<file path="src/soc_params.svh">
////////////////////////////////////////////////////////////////////////////
// system constants for the memory-mapped subsystem
// bus widths, boot RAM depth, I/O register map and reset divisor
////////////////////////////////////////////////////////////////////////////

`ifndef SOC_PARAMS_SVH
`define SOC_PARAMS_SVH

// bus widths
`define SOC_ADDR_W 32
`define SOC_DATA_W 32

// boot RAM, byte addresses 0 to 1023
`define SOC_BRAM_WORDS 256

// I/O register map
`define SOC_UART_TX_ADDR  32'h1000_0000
`define SOC_UART_LSR_ADDR 32'h1000_0005
`define SOC_DIV_ADDR      32'h1000_0010
`define SOC_CPU_FREQ_ADDR 32'h1000_0014
`define SOC_MEM_SIZE_ADDR 32'h1000_0018

// values seen by software
`define SOC_SYSTEM_CLK 50_000_000
`define SOC_MEM_SIZE   1024

// divisor after reset, clocks per UART bit
`define SOC_DIV_RESET 16

`endif

</file>
<file path="src/soc_pkg.sv">
////////////////////////////////////////////////////////////////////////////
// bus word types and the decoded target enumeration
////////////////////////////////////////////////////////////////////////////

package soc_pkg;

  // byte address as issued by the load/store port
  typedef logic [31:0] addr_t;

  // one data word
  typedef logic [31:0] data_t;

  // one strobe per byte lane, all zero for a read
  typedef logic [3:0] wstrb_t;

  // targets the decoder can select
  typedef enum logic [2:0] {
    tgt_ram       = 3'd0,
    tgt_uart_data = 3'd1,
    tgt_uart_lsr  = 3'd2,
    tgt_div       = 3'd3,
    tgt_freq      = 3'd4,
    tgt_mem_size  = 3'd5,
    tgt_unmapped  = 3'd6
  } target_e;

endpackage

</file>
<file path="src/soc_resp_mux.sv">
////////////////////////////////////////////////////////////////////////////
// response stage
// ready pulse, access fault and read data selection
////////////////////////////////////////////////////////////////////////////

`include "soc_params.svh"

module soc_resp_mux import soc_pkg::*; (
  input  logic    clk,
  input  logic    resetn,
  input  logic    req_fire_i,
  input  target_e req_target_i,
  input  data_t   ram_rdata_i,
  input  data_t   io_rdata_i,
  output logic    mem_ready_o,
  output data_t   mem_rdata_o,
  output logic    mem_fault_o
);

  target_e target_q;

  always_ff @(posedge clk) begin
    if (!resetn) begin
      mem_ready_o <= 1'b0;
      mem_fault_o <= 1'b0;
    end else begin
      mem_ready_o <= req_fire_i;
      mem_fault_o <= req_fire_i && (req_target_i == tgt_unmapped);
    end
  end

  always_ff @(posedge clk) begin
    if (req_fire_i) begin
      target_q <= req_target_i;
    end
  end

  // data lines up with the ready cycle
  always_comb begin
    case (target_q)
      tgt_ram:      mem_rdata_o = ram_rdata_i;
      tgt_unmapped: mem_rdata_o = '0;
      default:      mem_rdata_o = io_rdata_i;
    endcase
  end

  a_fault_ready : assert property (@(posedge clk) disable iff (!resetn)
    mem_fault_o |-> mem_ready_o);

endmodule

</file>
<file path="config.mk">
export PLATFORM = sky130hd
export DESIGN_NAME = soc_resp_mux
export DESIGN_NICKNAME = d
export VERILOG_FILES = /design/src/soc_pkg.sv /design/src/soc_resp_mux.sv
export VERILOG_INCLUDE_DIRS = /design/src
export SDC_FILE = /design/constraint.sdc
export NUM_CORES = 1
export LEC_CHECK = 0
export BUFFER_PORTS_ARGS = -buffer_cell sky130_fd_sc_hd__buf_2
export CAP_MARGIN = 20
export CORE_UTILIZATION = 39
export CTS_BUF_LIST = sky130_fd_sc_hd__clkbuf_8
export DETAILED_ROUTE_END_ITERATION = 7
export PLACE_DENSITY_LB_ADDON = 0.08
export SLEW_MARGIN = 30
export SYNTH_ARGS = -nofsm -noshare
export SYNTH_HDL_FRONTEND = slang
export SYNTH_SLANG_ARGS = --single-unit
</file>
<file path="constraint.sdc">
create_clock -name clk -period 1.7 [get_ports clk]
set_clock_uncertainty 0.2 [all_clocks]
set_input_delay 0.085 -clock clk [delete_from_list [all_inputs] [get_ports clk]]
set_output_delay 0.085 -clock clk [all_outputs]
set_load 0.05 [all_outputs]
</file>
Word level (Yosys, flattened, before mapping). Cells that the tools add are included.

Register bits after elaboration: 5. Bits of input ports: 70. Output and inout bits: 34. Word-level logic and storage cells: 8.

Equality and inequality tests: 2. Mux-type cells: 1. Reduce and logical (&&, ||, !) cells: 2.

Operator list (number): $pmux 32 s2 (1); $eq 3x3->1 const B (2); $logic_not 3->1 (1); $logic_and 1x1->1 (1).

Depth between registers and ports, before layout.
Word-level depth: 2. Mapped depth: 5. Gate-level depth less buffers: 3.

Worst setup path before layout. No wires, ideal clock.

Path kind: flip-flop to output port. Start: register target_q[2]. End: output port mem_rdata_o[28]. Arrival time: 1.541 ns. Data required time: 1.415 ns. Setup slack: -0.126 ns. Cell stages (with the launch flop): 5. Path buffers: 1. Cell sequence: edfxtp_1 buf_6 nor2_4 a22oi_1 o2bb2ai_1.

Longest elaborated chain between the ends: 2. Elaborated cells on any way between the ends: 3. Classes of those cells: eq/ne: 1; mux: 1; reduce/logical: 1.

Ends and longest elaborated chain: from (decl) (RTL line soc_resp_mux.sv:20) `target_e target_q;`; from (signal assigned) (RTL line soc_resp_mux.sv:34) `target_q <= req_target_i;`; $eq 3x3->1 or $logic_not 3->1 (tied branches) (RTL line soc_resp_mux.sv:40) `case (target_q)`; $pmux 32 s2 (*) (RTL line soc_resp_mux.sv:40); to (decl) (RTL line soc_resp_mux.sv:16) `output data_t mem_rdata_o,`.

Mark *: on every way between the ends. The rest lies on a longest branch, timed or not.

Final worst setup path.
Start: register target_q[0]. End: output port mem_rdata_o[2].

The elaborated chain is that of the path after synthesis.

==> impl_metrics.py <==
metrics = {
    "outcome": {
        "status": "finished with violations",
        "violations": "design-rule violations, negative setup slack",
    },
    "yosys": {
        "ys_seq_area_frac": 0.108,
        "synth_enable_flop_cells": 3,
        "syn-instance-count": 88,
        "yosys.area.top_type": "o2bb2ai_2",
        "synth_top_area_frac": 0.375,
        "ys_seq_elements": 5,
        "synth_area_mm2": 0.00120,
        "synth_warnings": 0,
        "synth_commonest_cells": "a22oi_2 (30), o2bb2ai_2 (30), buf_6 (4)",
        "synth.distinct_cells": 16,
        "synth_ff_type": "edfxtp_1",
        "ys_top_cells_by_area": "o2bb2ai_2 (38%), a22oi_2 (31%), edfxtp_1 (7.5%), bufbuf_8 (4.7%), buf_6 (3.8%)",
        "async_flop_share": 0,
        "syn-num-nets": 158,
        "syn_area_per_cell_um2": 13.6,
    },
    "placed_design": {
        "placed_cell_area_mm2": 0.00170,
        "place_ws_ns": 0.0676,
        "numPortBuffers": 103,
        "place_congestion": 0.661,
        "dpl.hpwl_um": 2480,
    },
    "finish": {
        "synthToLayoutAreaGrowth_pct": 77.1,
        "nNetsFinal": 271,
        "antenna_cells": 0,
        "drive_gt1_frac": 0.920,
        "fillers": 197,
        "ff_latch_area_um2": 130,
        "final_area_mm2": 0.00212,
        "multi_input_area_um2": 913,
    },
    "floorplan": {
        "pin_count": 104,
        "start_util": 0.424,
        "dieArea_mm2": 0.00330,
        "rows": 19,
        "die_w_um": 57.5,
        "die-height_um": 57.5,
        "coreArea_mm2": 0.00283,
    },
    "sta": {
        "rsz0062_at_grt": "true",
        "finalCriticalPeriod_ns": 1.80,
        "slew_viol_final": 0,
        "slew_headroom": 0.649,
        "setup_viol": 32,
        "tns_ns": -1.92,
        "hold_viol": 0,
        "timing.final.crit_share": 1.06,
        "timing.fmax_mhz": 555,
        "worst_slack_ns": -0.103,
        "tightestPinTransition_ns": 0.527,
    },
    "setup_path": {
        "cpPeakStageDelay_ns": 0.42,
        "crit_required_ns": 1.41,
        "critPathArrivalTime_ns": 1.52,
        "worstSetupPathType": "reg2out",
        "slowest_stage": "edfxtp_1",
        "path_cells": "nor2_4, buf_12, clkbuf_16, a22oi_2, o2bb2ai_2, buf_6",
        "end_kind": "output pin",
        "cp_max_fo": 7,
        "start_kind": "flip-flop",
    },
    "global_routing": {
        "grt_remaining_overflow": 0,
        "antenna_found_initial": 0,
        "grt_max_degree": 33,
        "use_met2": 0.387,
        "grt_pass1_vias": 1286,
        "grtUsageMet1": 0.262,
        "met3_usage": 0.0363,
        "busiest_layer": "met2",
        "track_usage": 0.213,
        "grt_pass1_wl_um": 5780,
    },
    "route": {
        "wire_per_inst_um": 15.8,
        "ant_nets": 0,
        "vias": 1265,
        "via_per_inst": 5.48,
        "wl_um": 3650,
        "firstDrtPassIters": 5,
        "drc": 7,
        "dr.first_iter.drc_count": 55,
    },
    "clock_network": {
        "clk_pin_slew_worst_paths_ns": 0.03,
        "cts_tree": "built",
        "numCtsBuffers": 3,
        "htreeDepth": 1,
        "root_buffer": "clkbuf_8",
        "cts.sinks": 5,
        "cts_max_path_buffers": 2,
    },
    "min_path": {
        "hp-class": "in2out",
    },
    "power_and_ir_drop": {
        "powerDensity_mw_per_mm2": 681,
        "p_leak_nw": 0.884,
        "vdd_drop_max_v": 0.000663,
    },
    "flow_run": {
        "cap_violations": 0,
    },
}
-- where the power goes --
part,total [W],leakage (nW),internal (W),switching [W]
registers,0.000143,0.0458,0.000138,0.00000565
logic,0.00110,0.811,0.000462,0.000634
clock network,0.000206,0.0269,0.000154,0.0000520
total,0.00145,0.884,0.000754,0.000692
-- critical path: cells and delay by family, from the launching register on --
kind	cells	cell delay (ns)
simple gates	1	0.19
compound gates	2	0.23
buf+inv	3	0.45
flops	1	0.42
-- per-stage QoR --
step	total power (W)	util	hold WS (ns)	instances
2_1_floorplan	0.000835	-	-0.0161	88
3_3_place_gp	0.00103	0.602	0.0755	215
3_5_place_dp	0.00105	0.602	0.0775	215
4_1_cts	0.00144	0.742	0.335	230
5_1_grt	0.00151	0.751	0.347	231
6_report	0.00145	0.751	0.336	231
-- cell type report --
| type | instances | area share |
|---|---|---|
| multi-input cells | 68 | 0.430 |
| clock inverters | 1 | 0.00177 |
| flip-flops and latches | 5 | 0.0612 |
| inverters | 1 | 0.00177 |
| well taps | 31 | 0.0183 |
| repair buffers | 122 | 0.468 |
| clock buffers | 3 | 0.0194 |
-- cells in the final DEF, fill, tap and decap left out --
master / instances
a21o_4: 1
a22oi_1: 2
a22oi_2: 30
and2_1: 1
and4b_1: 1
buf_12: 6
buf_16: 1
buf_2: 71
buf_4: 3
buf_6: 34
clkbuf_16: 1
clkbuf_8: 3
dfxtp_1: 2
dlygate4sd3_1: 6
edfxtp_1: 3
inv_1: 1
inv_2: 1
nor2_4: 1
o2bb2ai_2: 32
-- flip-flops by register name, summed over array words and instances, names as in the netlist --
register / count
mem_fault_o: 1
mem_ready_o: 1
target_q: 3
-- final timing paths --
path / from / endpoint / slack, ns / cells past startpoint
setup / recovery: target_q[0] / mem_rdata_o[2] / -0.10 / 6
hold / removal: io_rdata_i[11] / mem_rdata_o[11] / 0.34 / 3
-- repair_timing --
item                                   CTS  global route
cloned                                   1             1
hold buffers                             6             0
buffers inserted                         4             0
endpoints found under the hold margin    8             0
setup endpoints to repair               32            32
pin swaps                                5            19
resized for setup                       67             0
-- cell families after synthesis --
| kind of cell | synth area share |
|---|---|
| AOI/OAI and AO/OA | 0.728 |
| buffers and inverters | 0.141 |
| DFF | 0.108 |
| and+or+nand+nor | 0.0229 |
-- per-layer routing --
layer / wire [um] / vias to the layer above
met1: 1430 / 589
li1: - / 609
met2: 1920 / 63
met3: 259 / 4
met5: 0 / -
met4: 44 / 0
Power figures use the tool's default switching activity.
