===== config.mk =====
export PLATFORM = sky130hd
export DESIGN_NAME = soc_io_regs
export DESIGN_NICKNAME = d
export VERILOG_FILES = /design/src/soc_pkg.sv /design/src/soc_uart_tx.sv /design/src/soc_io_regs.sv
export VERILOG_INCLUDE_DIRS = /design/src
export SDC_FILE = /design/constraint.sdc
export NUM_CORES = 1
export LEC_CHECK = 0
export BUFFER_PORTS_ARGS = -buffer_cell sky130_fd_sc_hd__buf_2
export CORE_MARGIN = 2
export CORE_UTILIZATION = 50
export CTS_BUF_LIST = sky130_fd_sc_hd__clkbuf_8
export DETAILED_ROUTE_END_ITERATION = 16
export PLACE_DENSITY = 0.75
export SLEW_MARGIN = 20
export SYNTH_ARGS = -nofsm -noshare
export SYNTH_HDL_FRONTEND = slang
export SYNTH_HIERARCHICAL = 1
export SYNTH_SLANG_ARGS = --single-unit

===== constraint.sdc =====
create_clock -name clk -period 3 [get_ports clk]
set_clock_uncertainty 0.05 [all_clocks]
set_input_delay 0.45 -clock clk [delete_from_list [all_inputs] [get_ports clk]]
set_output_delay 0.45 -clock clk [all_outputs]
set_load 0.1 [all_outputs]

===== src/soc_params.svh =====
////////////////////////////////////////////////////////////////////////////
// system constants for the memory-mapped subsystem
// bus widths, boot RAM depth, I/O register map and reset divisor
////////////////////////////////////////////////////////////////////////////

`ifndef SOC_PARAMS_SVH
`define SOC_PARAMS_SVH

// bus widths
`define SOC_ADDR_W 32
`define SOC_DATA_W 32

// boot RAM, byte addresses 0 to 1023
`define SOC_BRAM_WORDS 256

// I/O register map
`define SOC_UART_TX_ADDR  32'h1000_0000
`define SOC_UART_LSR_ADDR 32'h1000_0005
`define SOC_DIV_ADDR      32'h1000_0010
`define SOC_CPU_FREQ_ADDR 32'h1000_0014
`define SOC_MEM_SIZE_ADDR 32'h1000_0018

// values seen by software
`define SOC_SYSTEM_CLK 50_000_000
`define SOC_MEM_SIZE   1024

// divisor after reset, clocks per UART bit
`define SOC_DIV_RESET 16

`endif


===== src/soc_pkg.sv =====
////////////////////////////////////////////////////////////////////////////
// bus word types and the decoded target enumeration
////////////////////////////////////////////////////////////////////////////

package soc_pkg;

  // byte address as issued by the load/store port
  typedef logic [31:0] addr_t;

  // one data word
  typedef logic [31:0] data_t;

  // one strobe per byte lane, all zero for a read
  typedef logic [3:0] wstrb_t;

  // targets the decoder can select
  typedef enum logic [2:0] {
    tgt_ram       = 3'd0,
    tgt_uart_data = 3'd1,
    tgt_uart_lsr  = 3'd2,
    tgt_div       = 3'd3,
    tgt_freq      = 3'd4,
    tgt_mem_size  = 3'd5,
    tgt_unmapped  = 3'd6
  } target_e;

endpackage


===== src/soc_uart_tx.sv =====
////////////////////////////////////////////////////////////////////////////
// UART transmitter, 8N1
// one start bit, eight data bits LSB first, one stop bit,
// each bit lasting div_i clocks
////////////////////////////////////////////////////////////////////////////

`include "soc_params.svh"

module soc_uart_tx import soc_pkg::*; (
  input  logic        clk,
  input  logic        resetn,
  input  logic        start_i,
  input  logic [7:0]  data_i,
  input  logic [15:0] div_i,
  output logic        busy_o,
  output logic        tx_o
);

  logic [8:0]  shift_q;
  logic [3:0]  bit_cnt_q;
  logic [15:0] div_cnt_q;

  ////////////////////////////////////////////////////////////////////////////
  // frame sequencer
  ////////////////////////////////////////////////////////////////////////////

  always_ff @(posedge clk) begin
    if (!resetn) begin
      busy_o    <= 1'b0;
      tx_o      <= 1'b1;
      bit_cnt_q <= 4'd0;
      div_cnt_q <= 16'd0;
    end else if (!busy_o) begin
      if (start_i) begin
        // start bit goes out right away
        busy_o    <= 1'b1;
        tx_o      <= 1'b0;
        bit_cnt_q <= 4'd0;
        div_cnt_q <= div_i - 16'd1;
      end
    end else if (div_cnt_q != 16'd0) begin
      div_cnt_q <= div_cnt_q - 16'd1;
    end else if (bit_cnt_q == 4'd9) begin
      // end of stop bit, line already high
      busy_o <= 1'b0;
    end else begin
      tx_o      <= shift_q[0];
      bit_cnt_q <= bit_cnt_q + 4'd1;
      div_cnt_q <= div_i - 16'd1;
    end
  end

  // data bits then stop bit, refilled with ones
  always_ff @(posedge clk) begin
    if (!busy_o && start_i) begin
      shift_q <= {1'b1, data_i};
    end else if (busy_o && div_cnt_q == 16'd0 && bit_cnt_q != 4'd9) begin
      shift_q <= {1'b1, shift_q[8:1]};
    end
  end

  // the register block must hold a byte back while a frame is on the line
  a_no_start_busy : assert property (@(posedge clk) disable iff (!resetn)
    start_i |-> !busy_o);

endmodule


===== src/soc_io_regs.sv =====
////////////////////////////////////////////////////////////////////////////
// I/O register block
// divisor, clock frequency and memory size words, UART data and status
////////////////////////////////////////////////////////////////////////////

`include "soc_params.svh"

module soc_io_regs import soc_pkg::*; (
  input  logic    clk,
  input  logic    resetn,
  input  logic    req_fire_i,
  input  target_e req_target_i,
  input  data_t   req_wdata_i,
  input  wstrb_t  req_wstrb_i,
  output data_t   io_rdata_o,
  output logic    uart_tx_o
);

  logic [15:0] div_q;
  logic        wr;
  logic        div_wr;
  logic        tx_start;
  logic        tx_busy;
  logic        tx_idle;

  assign wr       = req_fire_i && (|req_wstrb_i);
  assign div_wr   = wr && (req_target_i == tgt_div);
  // byte is dropped while a frame is running
  assign tx_start = wr && (req_target_i == tgt_uart_data) && !tx_busy;
  assign tx_idle  = !tx_busy;

  // shared clock divisor, low half only
  always_ff @(posedge clk) begin
    if (!resetn) begin
      div_q <= 16'(`SOC_DIV_RESET);
    end else if (div_wr) begin
      div_q <= req_wdata_i[15:0];
    end
  end

  // read-back
  always_ff @(posedge clk) begin
    if (req_fire_i) begin
      case (req_target_i)
        tgt_div:      io_rdata_o <= {16'd0, div_q};
        tgt_freq:     io_rdata_o <= data_t'(`SOC_SYSTEM_CLK);
        tgt_mem_size: io_rdata_o <= data_t'(`SOC_MEM_SIZE);
        // transmitter empty flags in bits 14 and 13
        tgt_uart_lsr: io_rdata_o <= {17'd0, tx_idle, tx_idle, 13'd0};
        default:      io_rdata_o <= '0;
      endcase
    end
  end

  soc_uart_tx soc_uart_tx_inst (
    .clk     (clk),
    .resetn  (resetn),
    .start_i (tx_start),
    .data_i  (req_wdata_i[7:0]),
    .div_i   (div_q),
    .busy_o  (tx_busy),
    .tx_o    (uart_tx_o)
  );

  // a nonzero divisor stays nonzero until software rewrites it
  a_div_stable : assert property (@(posedge clk) disable iff (!resetn)
    (div_q != 16'd0) && !div_wr |=> div_q != 16'd0);

endmodule


# Yosys cells after proc, flatten, opt, wreduce, memory -nomap -nowiden
# Cells that the tools add are included.
word_totals:
  reg_bits: 78
  input_bits: 42
  output_inout_bits: 33
  elab_cells: 54
op_classes:
  n_addsub: 3
  n_eq_ne: 10
  mux: 19
  reduce_logical: 15
op_table:
  columns: ["op", "count"]
  rows:
  - ["one-hot mux 26 bit (4 select lines)", 1]
  - ["two-way mux 16 bit", 4]
  - ["subtractor 16 x 1 -> 16 bit, second input constant", 2]
  - ["zero test 16 bit", 1]
  - ["two-way mux 4 bit", 4]
  - ["two-way mux 8 bit", 2]
  - ["nonzero test 16 bit", 1]
  - ["two-way mux 1 bit", 8]
  - ["logical AND 1 bit", 7]
  - ["equality test 3 x 2 -> 1 bit, second input constant", 2]
  - ["equality test 3 bit, second input constant", 2]
  - ["adder 4 x 1 -> 4 bit, second input constant", 1]
  - ["equality test 4 bit, second input constant", 1]
  - ["!= test 2 bit, second input constant", 2]
  - ["!= test 4 bit, second input constant", 1]
  - ["nonzero test 2 bit", 2]
  - ["OR reduction 4 bit", 1]
  - ["equality test 3 x 1 -> 1 bit, second input constant", 1]
  - ["!= test 3 bit, second input constant", 1]
  - ["AND reduction 3 bit", 1]
  - ["AND reduction 2 bit", 1]
  - ["zero test 1 bit", 1]

# Longest topological paths before layout
logic_depth:
  word_depth: 6
  mapped_depth: 11
  mapped_depth_nobuf: 9

# Cells and area by module
# Netlist, hierarchy kept.
modules_own_cells:
  columns: ["module", "n_inst", "cells_per_inst", "area_per_inst_um2", "seq_area_each_um2"]
  rows:
  - ["soc_uart_tx", 1, 205, 1819.2, 680.7]
  - ["soc_io_regs", 1, 131, 1453.9, 830.8]

# Worst setup path after synthesis
# OpenSTA, ideal clock, no wires.
synth_timing:
  path_kind: "input port to flip-flop"
  start: "input port req_wstrb_i[1]"
  end: "register soc_uart_tx_inst.div_cnt_q[8]"
  setup_time_ns: 0.074
  arrival_ns: 2.692
  required_time_ns: 2.876
  setup_slack_ns: 0.184
  cell_stages: 11
  path_buffers: 3
  cell_sequence: "or4_1 nand3_1 nor4_1 nor2b_1 clkbuf_1 a21oi_1 a21o_1 buf_2 clkbuf_1 o311ai_0 a31oi_1"
synth_between:
  elab_chain_len: 6
synth_lines:
  columns: ["item", "line", "source"]
  rows:
  - ["start, declared", "soc_io_regs.sv:14", "input wstrb_t req_wstrb_i,"]
  - ["OR reduction 4 bit", "soc_io_regs.sv:26", "assign wr = req_fire_i && (|req_wstrb_i);"]
  - ["logical AND 1 bit", "soc_io_regs.sv:26", null]
  - ["logical AND 1 bit (2 in series)", "soc_io_regs.sv:29", "assign tx_start = wr && (req_target_i == tgt_uart_data) && !tx_busy;"]
  - ["named net tx_start", "soc_io_regs.sv:22", "logic tx_start;"]
  - ["nonzero test 2 bit (no source line)", null, null]
  - ["AND reduction 2 bit (no source line)", null, null]
  - ["end signal, assigned", "soc_uart_tx.sv:39", "div_cnt_q <= div_i - 16'd1;"]
  - ["end signal, assigned", "soc_uart_tx.sv:42", "div_cnt_q <= div_cnt_q - 16'd1;"]
  - ["end signal, assigned", "soc_uart_tx.sv:49", "div_cnt_q <= div_i - 16'd1;"]
  - ["end, declared", "soc_uart_tx.sv:21", "logic [15:0] div_cnt_q;"]
# The timed path passes the listed nets, and every way through them passes these cells.
# A chain may end at the register's enable or synchronous reset.

# Final worst setup path
layout_timing:
  start: "register soc_uart_tx_inst.div_cnt_q[9]"
  end: "register soc_uart_tx_inst.div_cnt_q[9]"
layout_between:
  elab_chain_len: 3
  elab_cells_between_ends: 6
  cone_classes: "add/sub: 1; eq/ne: 1; mux: 2; reduce/logical: 2"
layout_lines:
  columns: ["item", "line"]
  rows:
  - ["subtractor 16 x 1 -> 16 bit or nonzero test 16 bit (tied branches)", "soc_uart_tx.sv:42, soc_uart_tx.sv:41"]
  - ["two-way mux 16 bit or != test 3 bit (tied branches)", null]
  - ["two-way mux 16 bit or AND reduction 2 bit (tied branches)", null]
# Parallel ways exist; a longest one is shown, timed or not.

==> metrics <==
Placed Area=3545 sq um; Slew Viols, Final=0; worst skew pair latency=0.34 ns; vias in the first global route=2513; Min Hold Slack=0.3030 ns; Hold Buf Count CTS=0; Post-synth ARST share=0%; cts bufs inserted=9; Final Hold Viols=0; Max IR drop VDD=0.8197 mV; CP required=3.20 ns; Die Y=84.91 microns; worst hold path type=input port to flip-flop; Leak Pwr=1.548 nW; Port-buffer cells=49; Routed Antenna Nets=0; sequential power share=36.1%; worst-margin pin slew=0.6828 ns; fin crit period=2.396 ns; crit path from=soc_uart_tx_inst/div_cnt_q[9]; Setup TNS Final=0 ns; period utilisation layout=79.88%; Synth Flop Type=dfxtp_1; status=completed; Synth area leaders=dfxtp_1, edfxtp_1, mux2i_1; grt ovf=0; Seq cells post-synth=63; Critical Path AT=2.60 ns; final instance area=3732 sq um; combinational power share=41.1%; Die Wd=84.91 microns; routing usage on met1=26.75%; busiest grt layer=met2; PD cells=832.4 nW/um^2; IO Pins=75; global-route wire length before repair=11710 microns; DR iter-0 viols=202; routed vias=2641; initial antenna violation count=0; synth warn=6; critical path class=flip-flop to flip-flop; row count=29; Clock power frac=22.8%; Int Pwr=1.830 mW; CP max FO=12; worst r2r src=soc_uart_tx_inst/div_cnt_q[9]; Total Routed Length=6980 microns; Worst R2R End=soc_uart_tx_inst/div_cnt_q[9]; Clock transition at path regs=0.07 ns; setup ws final=0.6037 ns; setup bufs post-CTS=0; CTS tree=done; post-synthesis sequential area ratio=46.18%; routed len/inst=15.04 microns; top-area cell type share of the netlist area=23.24%; clk buf depth=2; Core ar.=6350 sq um; Die ar.=7210 sq um; RSZ-0062 raised after global routing=false; Switching Share=41.10%; largest net degree at the start of global routing=40; reg2reg setup slack=0.60 ns; met2 Resource Use GR=31.85%; synthesized area=3273 sq um; R2R depth=6; Slew HR=54.06%; Place WS=0.4047 ns; NumNets Final=429; final core utilization=58.78%; final setup vio count=0; Final GP Congestion=0.8797; gr usage total=20.26%; P&R area growth vs syn=14.03%; CP startpoint kind=flip-flop; Synth area leader=dfxtp_1; crit path capture type=flip-flop; Worst setup endpoint=soc_uart_tx_inst/div_cnt_q[9]; DRT Pass-1 Iters=4; switching power total=1.277 mW; fmax=0.4173 GHz; layout cells sized above 1=22.74%; antenna cells=0; vias per inst=5.692; residual DRC count=0; Initial Utilization=51.55%; dpl hpwl=4898 microns; # H-tree levels=3; Clk Tree Root Cell=clkbuf_8; global-route track usage on met3=3.696%; max-cap viol count=0; Synth cell types=56; Post-synth EDFFs=25; Mapped Cells=336; Synth Area per Inst=9.741 sq um; CTS resizes=0; clock sinks=63
==> layout by cell type, fill, tap and decap left out, drive strengths merged, types with 3 or more instances in the layout <==
cell	count
a211oi	5
a21boi	3
a21o	6
a21oi	16
a2bb2oi	4
and2	12
buf	60
clkbuf	9
clkinv	5
conb	9
dfxtp	38
edfxtp	25
ha	5
inv	11
mux2	7
mux2i	16
nand2	38
nand2b	3
nand3	5
nand3b	4
nand4	5
nor2	19
nor2b	3
nor3	6
nor4	9
o211ai	4
o21a	3
o21ai	5
o311ai	3
o31a	3
or2	3
or3	3
or4	4
xnor2	7
xor2	6
==> power by group through the flow <==
stage | clock [mW] | sequential, mW | combinational, mW
floorplan | 0 | 1.25 | 0.823
global placement | 0 | 1.13 | 1.23
detailed placement | 0 | 1.14 | 1.25
CTS | 0.726 | 1.12 | 1.26
global route | 0.762 | 1.14 | 1.38
finish | 0.709 | 1.12 | 1.28
==> through the flow <==
step	instances	power, mW
floorplan	344	2.069
global placement	448	2.360
detailed placement	448	2.384
CTS	464	3.101
global route	464	3.278
finish	464	3.107
==> registers in the layout (all words and copies together), names as in the netlist <==
| name | cells |
|---|---|
| soc_uart_tx_inst/busy_o | 1 |
| soc_uart_tx_inst/bit_cnt_q | 4 |
| soc_uart_tx_inst/shift_q | 8 |
| div_q | 16 |
| io_rdata_o | 17 |
| soc_uart_tx_inst/div_cnt_q | 16 |
| soc_uart_tx_inst/tx_o | 1 |
==> kinds of logic after synthesis <==
family	count (synthesis)	synth area share, %
AOI/OAI and AO/OA	63	13.69
xor gates and xnor gates	13	3.479
adders and majority gates	5	1.911
buffers and inverters	44	7.301
DFF	63	46.18
muxes	23	7.301
other	1	0.1146
and+or+nand+nor	124	20.03
==> cell type report <==
type,count,area (sq um)
fillers,529,2618
multi-input cells,237,1568
flip-flops and latches,63,1511
repair buffers,60,327.8
clock buffers,9,123.9
well taps,77,96.34
clock inverters,7,63.81
inverters,11,41.29
==> synth_stat cells (4+ instances only) <==
library cell	instances
a211oi_1	5
a21o_1	6
a21oi_1	16
a2bb2oi_1	4
and2_1	12
buf_4	15
clkbuf_1	14
dfxtp_1	38
edfxtp_1	25
ha_1	5
inv_1	10
mux2_2	7
mux2i_1	16
nand2_1	38
nand3_1	5
nand3b_1	4
nand4_1	5
nor2_1	19
nor3_1	6
nor4_1	9
o211ai_1	4
o21ai_0	4
or4_1	4
xnor2_1	7
xor2_1	6
==> worst min path at each step <==
stage | startpoint | cells past startpoint | slack, ns | to
finish | req_wdata_i[12] | 3 | 0.30 | div_q[12]
global route | req_wdata_i[13] | 3 | 0.31 | div_q[13]
CTS | req_wdata_i[12] | 3 | 0.29 | div_q[12]
detailed placement | soc_uart_tx_inst/tx_o | 1 | 0.42 | soc_uart_tx_inst/tx_o
global placement | soc_uart_tx_inst/tx_o | 1 | 0.42 | soc_uart_tx_inst/tx_o
floorplan | soc_uart_tx_inst/shift_q[0] | 1 | 0.40 | soc_uart_tx_inst/tx_o
==> routing by layer <==
layer  wire length [microns]  vias up
met3                     322       19
met2                    3282       83
li1                        -     1294
met1                    3181     1245
met4                     193        0
met5                       0        -
==> worst max-delay path, cell delays in order, from the launching register on <==
cell      delay (ns)
dfxtp_1         0.36
nor4_1          0.64
nand4_1         0.25
buf_4           0.26
a21boi_0        0.43
o21ai_0         0.18
a21oi_1         0.15
Power figures use the tool's default switching activity.
