`src/soc_params.svh`:
```
////////////////////////////////////////////////////////////////////////////
// system constants for the memory-mapped subsystem
// bus widths, boot RAM depth, I/O register map and reset divisor
////////////////////////////////////////////////////////////////////////////

`ifndef SOC_PARAMS_SVH
`define SOC_PARAMS_SVH

// bus widths
`define SOC_ADDR_W 32
`define SOC_DATA_W 32

// boot RAM, byte addresses 0 to 1023
`define SOC_BRAM_WORDS 256

// I/O register map
`define SOC_UART_TX_ADDR  32'h1000_0000
`define SOC_UART_LSR_ADDR 32'h1000_0005
`define SOC_DIV_ADDR      32'h1000_0010
`define SOC_CPU_FREQ_ADDR 32'h1000_0014
`define SOC_MEM_SIZE_ADDR 32'h1000_0018

// values seen by software
`define SOC_SYSTEM_CLK 50_000_000
`define SOC_MEM_SIZE   1024

// divisor after reset, clocks per UART bit
`define SOC_DIV_RESET 16

`endif

```
`src/soc_pkg.sv`:
```
////////////////////////////////////////////////////////////////////////////
// bus word types and the decoded target enumeration
////////////////////////////////////////////////////////////////////////////

package soc_pkg;

  // byte address as issued by the load/store port
  typedef logic [31:0] addr_t;

  // one data word
  typedef logic [31:0] data_t;

  // one strobe per byte lane, all zero for a read
  typedef logic [3:0] wstrb_t;

  // targets the decoder can select
  typedef enum logic [2:0] {
    tgt_ram       = 3'd0,
    tgt_uart_data = 3'd1,
    tgt_uart_lsr  = 3'd2,
    tgt_div       = 3'd3,
    tgt_freq      = 3'd4,
    tgt_mem_size  = 3'd5,
    tgt_unmapped  = 3'd6
  } target_e;

endpackage

```
`src/soc_addr_decode.sv`:
```
////////////////////////////////////////////////////////////////////////////
// request stage
// classifies the address, registers the request and its target,
// blocks a second acceptance of the held request
////////////////////////////////////////////////////////////////////////////

`include "soc_params.svh"

module soc_addr_decode import soc_pkg::*; (
  input  logic    clk,
  input  logic    resetn,
  input  logic    mem_valid_i,
  input  addr_t   mem_addr_i,
  input  data_t   mem_wdata_i,
  input  wstrb_t  mem_wstrb_i,
  output logic    req_fire_o,
  output target_e req_target_o,
  output addr_t   req_addr_o,
  output data_t   req_wdata_o,
  output wstrb_t  req_wstrb_o
);

  target_e target;
  logic    busy_q;
  logic    fire_q;
  logic    accept;

  // address map
  always_comb begin
    if (mem_addr_i < addr_t'(`SOC_BRAM_WORDS * 4)) begin
      target = tgt_ram;
    end else begin
      case (mem_addr_i)
        `SOC_UART_TX_ADDR:  target = tgt_uart_data;
        `SOC_UART_LSR_ADDR: target = tgt_uart_lsr;
        `SOC_DIV_ADDR:      target = tgt_div;
        `SOC_CPU_FREQ_ADDR: target = tgt_freq;
        `SOC_MEM_SIZE_ADDR: target = tgt_mem_size;
        default:            target = tgt_unmapped;
      endcase
    end
  end

  assign accept = mem_valid_i && !busy_q;

  // busy spans acceptance up to the response cycle
  always_ff @(posedge clk) begin
    if (!resetn) begin
      req_fire_o <= 1'b0;
      fire_q     <= 1'b0;
      busy_q     <= 1'b0;
    end else begin
      req_fire_o <= accept;
      fire_q     <= req_fire_o;
      if (accept) begin
        busy_q <= 1'b1;
      end else if (fire_q) begin
        busy_q <= 1'b0;
      end
    end
  end

  always_ff @(posedge clk) begin
    if (accept) begin
      req_target_o <= target;
      req_addr_o   <= mem_addr_i;
      req_wdata_o  <= mem_wdata_i;
      req_wstrb_o  <= mem_wstrb_i;
    end
  end

  // one request in flight, so no back-to-back fire
  a_fire_single : assert property (@(posedge clk) disable iff (!resetn)
    req_fire_o |=> !req_fire_o);

endmodule

```
`config.mk`:
```
export PLATFORM = sky130hd
export DESIGN_NAME = soc_addr_decode
export DESIGN_NICKNAME = d
export VERILOG_FILES = /design/src/soc_pkg.sv /design/src/soc_addr_decode.sv
export VERILOG_INCLUDE_DIRS = /design/src
export SDC_FILE = /design/constraint.sdc
export NUM_CORES = 1
export LEC_CHECK = 0
export BUFFER_PORTS_ARGS = -buffer_cell sky130_fd_sc_hd__clkbuf_2
export CAP_MARGIN = 20
export CORE_MARGIN = 2
export CORE_UTILIZATION = 44
export CTS_BUF_LIST = sky130_fd_sc_hd__clkbuf_8
export CTS_CLUSTER_SIZE = 14
export DETAILED_ROUTE_END_ITERATION = 8
export PLACE_DENSITY = 0.8
export SLEW_MARGIN = 30
export SYNTH_ARGS = -nofsm -noshare
export SYNTH_HDL_FRONTEND = slang
export SYNTH_SLANG_ARGS = --single-unit
```
`constraint.sdc`:
```
create_clock -name clk -period 6 [get_ports clk]
set_input_delay 1.8 -clock clk [delete_from_list [all_inputs] [get_ports clk]]
set_output_delay 1.8 -clock clk [all_outputs]
set_load 0.05 [all_outputs]
```
### Word-level counts from Yosys, hierarchy flattened

Cells that the tools add are included.

* bits of input ports: 71
* output and inout bits: 72
* register bits after elaboration: 74
* word-level logic and storage cells: 19

* magnitude comparators: 1
* equality and inequality tests: 5
* reductions and logical operators: 3
* muxes and demuxes: 3

Operators by type and width (count)
* $eq A32 B29 Y1 const B: 5
* $lt A32 B11 Y1 const B: 1
* $pmux W3 S5: 1
* $mux W1: 2
* $reduce_bool A2 Y1: 1
* $logic_and A1 B1 Y1: 1
* $logic_not A1 Y1: 1

### Logic depth before layout (Yosys ltp)

* depth in word-level cells: 3
* depth in mapped cells: 3
* gate-level depth less buffers: 3

### Worst setup path before layout

Ideal clock, no wire load.

* path kind: input port to flip-flop
* from: input port mem_valid_i
* to: register req_addr_o[0], enable pin
* setup slack: 557 ps
* arrival: 4933 ps
* path buffers: 0
* stages on the path: 1
* setup time: 510 ps
* required time: 5490 ps
* cell sequence: nor2b_1

* cells in the longest elaborated chain, start to end: 1

RTL lines
* start, declared: line soc_addr_decode.sv:12 `input logic mem_valid_i,`
* $logic_and A1 B1 Y1: line soc_addr_decode.sv:44 `assign accept = mem_valid_i && !busy_q;`
* end signal, assigned: line soc_addr_decode.sv:66 `req_addr_o <= mem_addr_i;`
* end, declared: line soc_addr_decode.sv:18 `output addr_t req_addr_o,`

Every way passes these cells.
A chain may end at the register's enable or synchronous reset.

### Worst setup path in the final report

* from: input port mem_addr_i[18]
* to: register req_target_o[2] (data pin)

* cells in the longest elaborated chain, start to end: 2
* elaborated cells on any way between the ends: 7
* classes of those cells: 1 x order compare; 5 x eq/ne; 1 x mux

RTL lines
* start, declared: line soc_addr_decode.sv:13 `input addr_t mem_addr_i,`
* branches (longest 2 deep; another with $lt A32 B11 Y1)
* end signal, assigned: line soc_addr_decode.sv:65 `req_target_o <= target;`
* end, declared: line soc_addr_decode.sv:17 `output target_e req_target_o,`

Several ways; the timed one is not identified.

==> report_table.html <==
<table>
<tr><th>Metric</th><th>Value</th></tr>
<tr><th colspan="2">Outcome</th></tr>
<tr><td>Result of the run</td><td>finished, final reports clean</td></tr>
<tr><th colspan="2">Cells and area</th></tr>
<tr><td>Number of fill cells in the layout</td><td>378</td></tr>
<tr><td>Net total in the final layout</td><td>328</td></tr>
<tr><td>Diodes inserted</td><td>0</td></tr>
<tr><td>Total area of multi-input combinational cells</td><td>196 um2</td></tr>
<tr><td>Storage element area</td><td>2190 um2</td></tr>
<tr><td>Layout overhead on the synthesized area</td><td>42.3%</td></tr>
<tr><td>Post-layout util</td><td>65.7%</td></tr>
<tr><td>Layout cells sized above 1</td><td>62.2%</td></tr>
<tr><th colspan="2">Logic synthesis</th></tr>
<tr><td>Number of warnings reported in the yosys synthesis log</td><td>0</td></tr>
<tr><td>Yosys reg bits</td><td>74</td></tr>
<tr><td>Number of different library cells in the post-synthesis netlist</td><td>24</td></tr>
<tr><td>Average footprint of a synthesized cell</td><td>23.4 um2</td></tr>
<tr><td>Cell count after synthesis</td><td>102</td></tr>
<tr><td>Net count of the mapped netlist</td><td>173</td></tr>
<tr><td>Share of the yosys chip area belonging to registers</td><td>91.8%</td></tr>
<tr><td>Cell Area, Synth</td><td>2390 um2</td></tr>
<tr><th colspan="2">Worst setup path</th></tr>
<tr><td>Nature of the critical path endpoint</td><td>flop</td></tr>
<tr><td>R2R Path End</td><td>req_addr_o[14]$_DFFE_PP_</td></tr>
<tr><td>Reg-to-reg startpoint</td><td>busy_q$_SDFFE_PN0P_</td></tr>
<tr><td>Buf+Inv Stages, Crit Path</td><td>1</td></tr>
<tr><td>Type of the worst setup path</td><td>primary input to flop</td></tr>
<tr><td>Required time at the worst-slack endpoint</td><td>6050 ps</td></tr>
<tr><td>Depth of the critical timing path with buffers and inverters included</td><td>4</td></tr>
<tr><td>Slowest cell on crit path</td><td>sky130_fd_sc_hd__or4_1</td></tr>
<tr><td>Worst path max stage delay</td><td>540 ps</td></tr>
<tr><td>Worst-case register-to-register setup slack</td><td>4410 ps</td></tr>
<tr><td>Cell depth of the worst flop-to-flop path</td><td>2</td></tr>
<tr><td>Kind of start point of the critical path</td><td>primary input</td></tr>
<tr><td>Cell-by-cell listing of the critical path</td><td>clkbuf_2 &gt; or4_1 &gt; nor3_1 &gt; o211ai_1</td></tr>
<tr><td>Worst Path Max Fanout</td><td>3</td></tr>
<tr><td>Arrival time at the worst endpoint</td><td>2960 ps</td></tr>
<tr><td>Crit path max-delay family</td><td>simple AND/OR/NAND/NOR gates</td></tr>
<tr><th colspan="2">Clocking</th></tr>
<tr><td>CTS max path bufs</td><td>2</td></tr>
<tr><td>TritonCTS buffer count</td><td>9</td></tr>
<tr><td>Clk root buf</td><td>sky130_fd_sc_hd__clkbuf_8</td></tr>
<tr><td>Hold buffers post-CTS</td><td>0</td></tr>
<tr><td>Clk_lat worst skew</td><td>330 ps</td></tr>
<tr><td>Htree depth</td><td>3</td></tr>
<tr><td>Clock tree from TritonCTS</td><td>done</td></tr>
<tr><td>Number of sinks on the clock net</td><td>74</td></tr>
<tr><td>Gates resized, CTS repair</td><td>0</td></tr>
<tr><td>Clock transition at the register clock pins on the worst setup and hold paths after CTS</td><td>70 ps</td></tr>
<tr><td>Buffers inserted during post-CTS setup optimization</td><td>0</td></tr>
<tr><th colspan="2">Placement</th></tr>
<tr><td>Dpl hpwl</td><td>4340 um</td></tr>
<tr><td>Routability congestion estimate</td><td>0.745</td></tr>
<tr><td>Worst slack at placement</td><td>2730 ps</td></tr>
<tr><td>Number of buffer cells added on primary ports</td><td>142</td></tr>
<tr><th colspan="2">Detailed routing</th></tr>
<tr><td>DR WL/cell</td><td>16.5 um</td></tr>
<tr><td>Remaining routing DRC violations</td><td>0</td></tr>
<tr><td>Via/cell ratio</td><td>4.60</td></tr>
<tr><td>Antenna-violating nets left</td><td>0</td></tr>
<tr><td>Drt pass-1 iters</td><td>4</td></tr>
<tr><td>Sum of routed wire length over all layers</td><td>5480 um</td></tr>
<tr><td>Routed vias</td><td>1528</td></tr>
<tr><td>Number of design-rule violations left by the first detailed-router iteration</td><td>105</td></tr>
<tr><th colspan="2">Flow run</th></tr>
<tr><td>Max cap viols</td><td>0</td></tr>
<tr><th colspan="2">Floorplan</th></tr>
<tr><td>Die Span X</td><td>77.7 um</td></tr>
<tr><td>CORE AREA</td><td>5170 um2</td></tr>
<tr><td>Number of core rows</td><td>26</td></tr>
<tr><td>I/O pin cnt</td><td>143</td></tr>
<tr><td>Die Footprint</td><td>6030 um2</td></tr>
<tr><td>Die H</td><td>77.7 um</td></tr>
<tr><td>Starting utilization of the core area</td><td>46.2%</td></tr>
<tr><th colspan="2">GRT</th></tr>
<tr><td>Initial antenna violation count</td><td>0</td></tr>
<tr><td>Maximum number of pins on one net before global-route repair</td><td>32</td></tr>
<tr><td>Wire length of the first global-routing pass</td><td>8220 um</td></tr>
<tr><td>GRT Overall Usage</td><td>18.7%</td></tr>
<tr><td>Congestion Overflow GR</td><td>0</td></tr>
<tr><td>Number of global-route vias before repair</td><td>1590</td></tr>
<tr><th colspan="2">Worst hold path</th></tr>
<tr><td>Worst hold path class</td><td>flop to flop</td></tr>
<tr><td>Startpoint of the tightest hold check path</td><td>req_fire_o$_SDFF_PN0_</td></tr>
<tr><td>Worst hold stages</td><td>1</td></tr>
<tr><td>Worst Hold Endpoint</td><td>fire_q$_SDFF_PN0_</td></tr>
<tr><th colspan="2">Timing</th></tr>
<tr><td>Hold_ws</td><td>475 ps</td></tr>
<tr><td>Final critical-path share of the clock period</td><td>48.4%</td></tr>
<tr><td>Clock Skew</td><td>3.45 ps</td></tr>
<tr><td>Final setup violation count</td><td>0</td></tr>
<tr><td>Final-report hold violation count</td><td>0</td></tr>
<tr><td>Measured slew at the worst slew-check pin</td><td>511 ps</td></tr>
<tr><td>Rel. slew slack</td><td>65.9%</td></tr>
<tr><td>Number of max-slew violations in the final report</td><td>0</td></tr>
<tr><td>Final critical-path required period</td><td>2900 ps</td></tr>
<tr><td>Peak clock frequency supported by timing</td><td>0.344 GHz</td></tr>
<tr><td>Total negative setup slack</td><td>0 ps</td></tr>
<tr><td>Post-route setup slack</td><td>3100 ps</td></tr>
<tr><td>Unrepaired setup endpoints after global routing</td><td>false</td></tr>
<tr><th colspan="2">Power and ir drop</th></tr>
<tr><td>Overall Power</td><td>1.10 mW</td></tr>
<tr><td>Peak supply drop</td><td>0.000140 V</td></tr>
<tr><td>Total power divided by cell area</td><td>323 nW/um2</td></tr>
<tr><td>Leakage power</td><td>1.45 nW</td></tr>
</table>
==> area by class of cell <==
cell class / instances / area share, %
inverter: 2 / 0.221
multi-input combinational: 26 / 5.78
clock inverter: 7 / 1.36
sequential: 74 / 64.5
clock buffer: 9 / 3.64
timing repair buffer: 144 / 21.9
tap: 70 / 2.58
==> synth_stat cells <==
cell	instances	area, um2
sky130_fd_sc_hd__a2111oi_2	1	15.0
sky130_fd_sc_hd__a211oi_1	1	7.51
sky130_fd_sc_hd__and2_1	2	12.5
sky130_fd_sc_hd__and3_1	1	6.26
sky130_fd_sc_hd__and4_1	1	8.76
sky130_fd_sc_hd__dfxtp_1	3	60.1
sky130_fd_sc_hd__edfxtp_1	71	2130
sky130_fd_sc_hd__inv_1	2	7.51
sky130_fd_sc_hd__nand2_1	1	3.75
sky130_fd_sc_hd__nand3b_1	1	7.51
sky130_fd_sc_hd__nand4_1	1	6.26
sky130_fd_sc_hd__nor2b_1	1	6.26
sky130_fd_sc_hd__nor3_1	2	10.0
sky130_fd_sc_hd__nor4_1	3	18.8
sky130_fd_sc_hd__o211a_1	1	10.0
sky130_fd_sc_hd__o211ai_1	1	7.51
sky130_fd_sc_hd__o21ai_0	2	10.0
sky130_fd_sc_hd__o31a_1	1	8.76
sky130_fd_sc_hd__or2_2	1	6.26
sky130_fd_sc_hd__or3_1	1	6.26
sky130_fd_sc_hd__or4_1	1	7.51
sky130_fd_sc_hd__or4_4	1	11.3
sky130_fd_sc_hd__or4b_1	1	10.0
sky130_fd_sc_hd__xnor2_1	1	8.76
==> kinds of logic after synthesis <==
| family | Yosys count | synth area share, % |
|---|---|---|
| AOI/OAI and AO/OA | 7 | 2.46 |
| xor gates and xnor gates | 1 | 0.367 |
| and+or+nand+nor | 18 | 5.08 |
| DFF | 74 | 91.8 |
| buffers and inverters | 2 | 0.314 |
==> cells in the final DEF, fill, tap and decap left out, types with 2 or more instances in the layout <==
| master | count |
|---|---|
| sky130_fd_sc_hd__nor3_1 | 2 |
| sky130_fd_sc_hd__edfxtp_1 | 71 |
| sky130_fd_sc_hd__clkinv_2 | 2 |
| sky130_fd_sc_hd__nor4_1 | 3 |
| sky130_fd_sc_hd__o21ai_0 | 2 |
| sky130_fd_sc_hd__clkinv_4 | 2 |
| sky130_fd_sc_hd__clkbuf_8 | 9 |
| sky130_fd_sc_hd__clkinvlp_4 | 2 |
| sky130_fd_sc_hd__inv_1 | 2 |
| sky130_fd_sc_hd__and2_1 | 2 |
| sky130_fd_sc_hd__clkbuf_2 | 142 |
| sky130_fd_sc_hd__dfxtp_1 | 3 |
==> per-layer routing <==
metal	routed length [um]	GRT usage, %	vias up
met3	503	6.05	15
met2	2850	30.9	91
li1	-	-	732
met1	1980	21.7	690
met5	0	0	-
met4	149	10.2	0
==> power by group <==
group	switching, mW	total (mW)	internal [mW]
clock	0.172	0.320	0.148
sequential	0.00835	0.608	0.600
combinational	0.129	0.168	0.0390
total	0.309	1.10	0.787
==> per-stage QoR <==
step                area, um2  std cells
global placement         3200        315
finish                   3400        332
detailed placement       3230        316
floorplan                2390        102
global route             3400        332
CTS                      3400        332
==> state kept, by name, summed over array words and instances, names as in the netlist <==
| name | count |
|---|---|
| req_fire_o | 1 |
| fire_q | 1 |
| req_wdata_o | 32 |
| req_addr_o | 32 |
| req_wstrb_o | 4 |
| busy_q | 1 |
| req_target_o | 3 |
==> worst max path at each step <==
stage | slack [ps] | endpoint | from
floorplan | 560 | req_addr_o[0]$_DFFE_PP_ | mem_valid_i
global route | 3070 | req_target_o[2]$_SDFFCE_PN0P_ | mem_addr_i[18]
detailed placement | 2730 | req_target_o[2]$_SDFFCE_PN0P_ | mem_addr_i[18]
finish | 3100 | req_target_o[2]$_SDFFCE_PN0P_ | mem_addr_i[18]
global placement | 2380 | req_addr_o[26]$_DFFE_PP_ | mem_valid_i
CTS | 3090 | req_target_o[2]$_SDFFCE_PN0P_ | mem_addr_i[18]
Note: power is estimated with default switching activity, not from simulation.
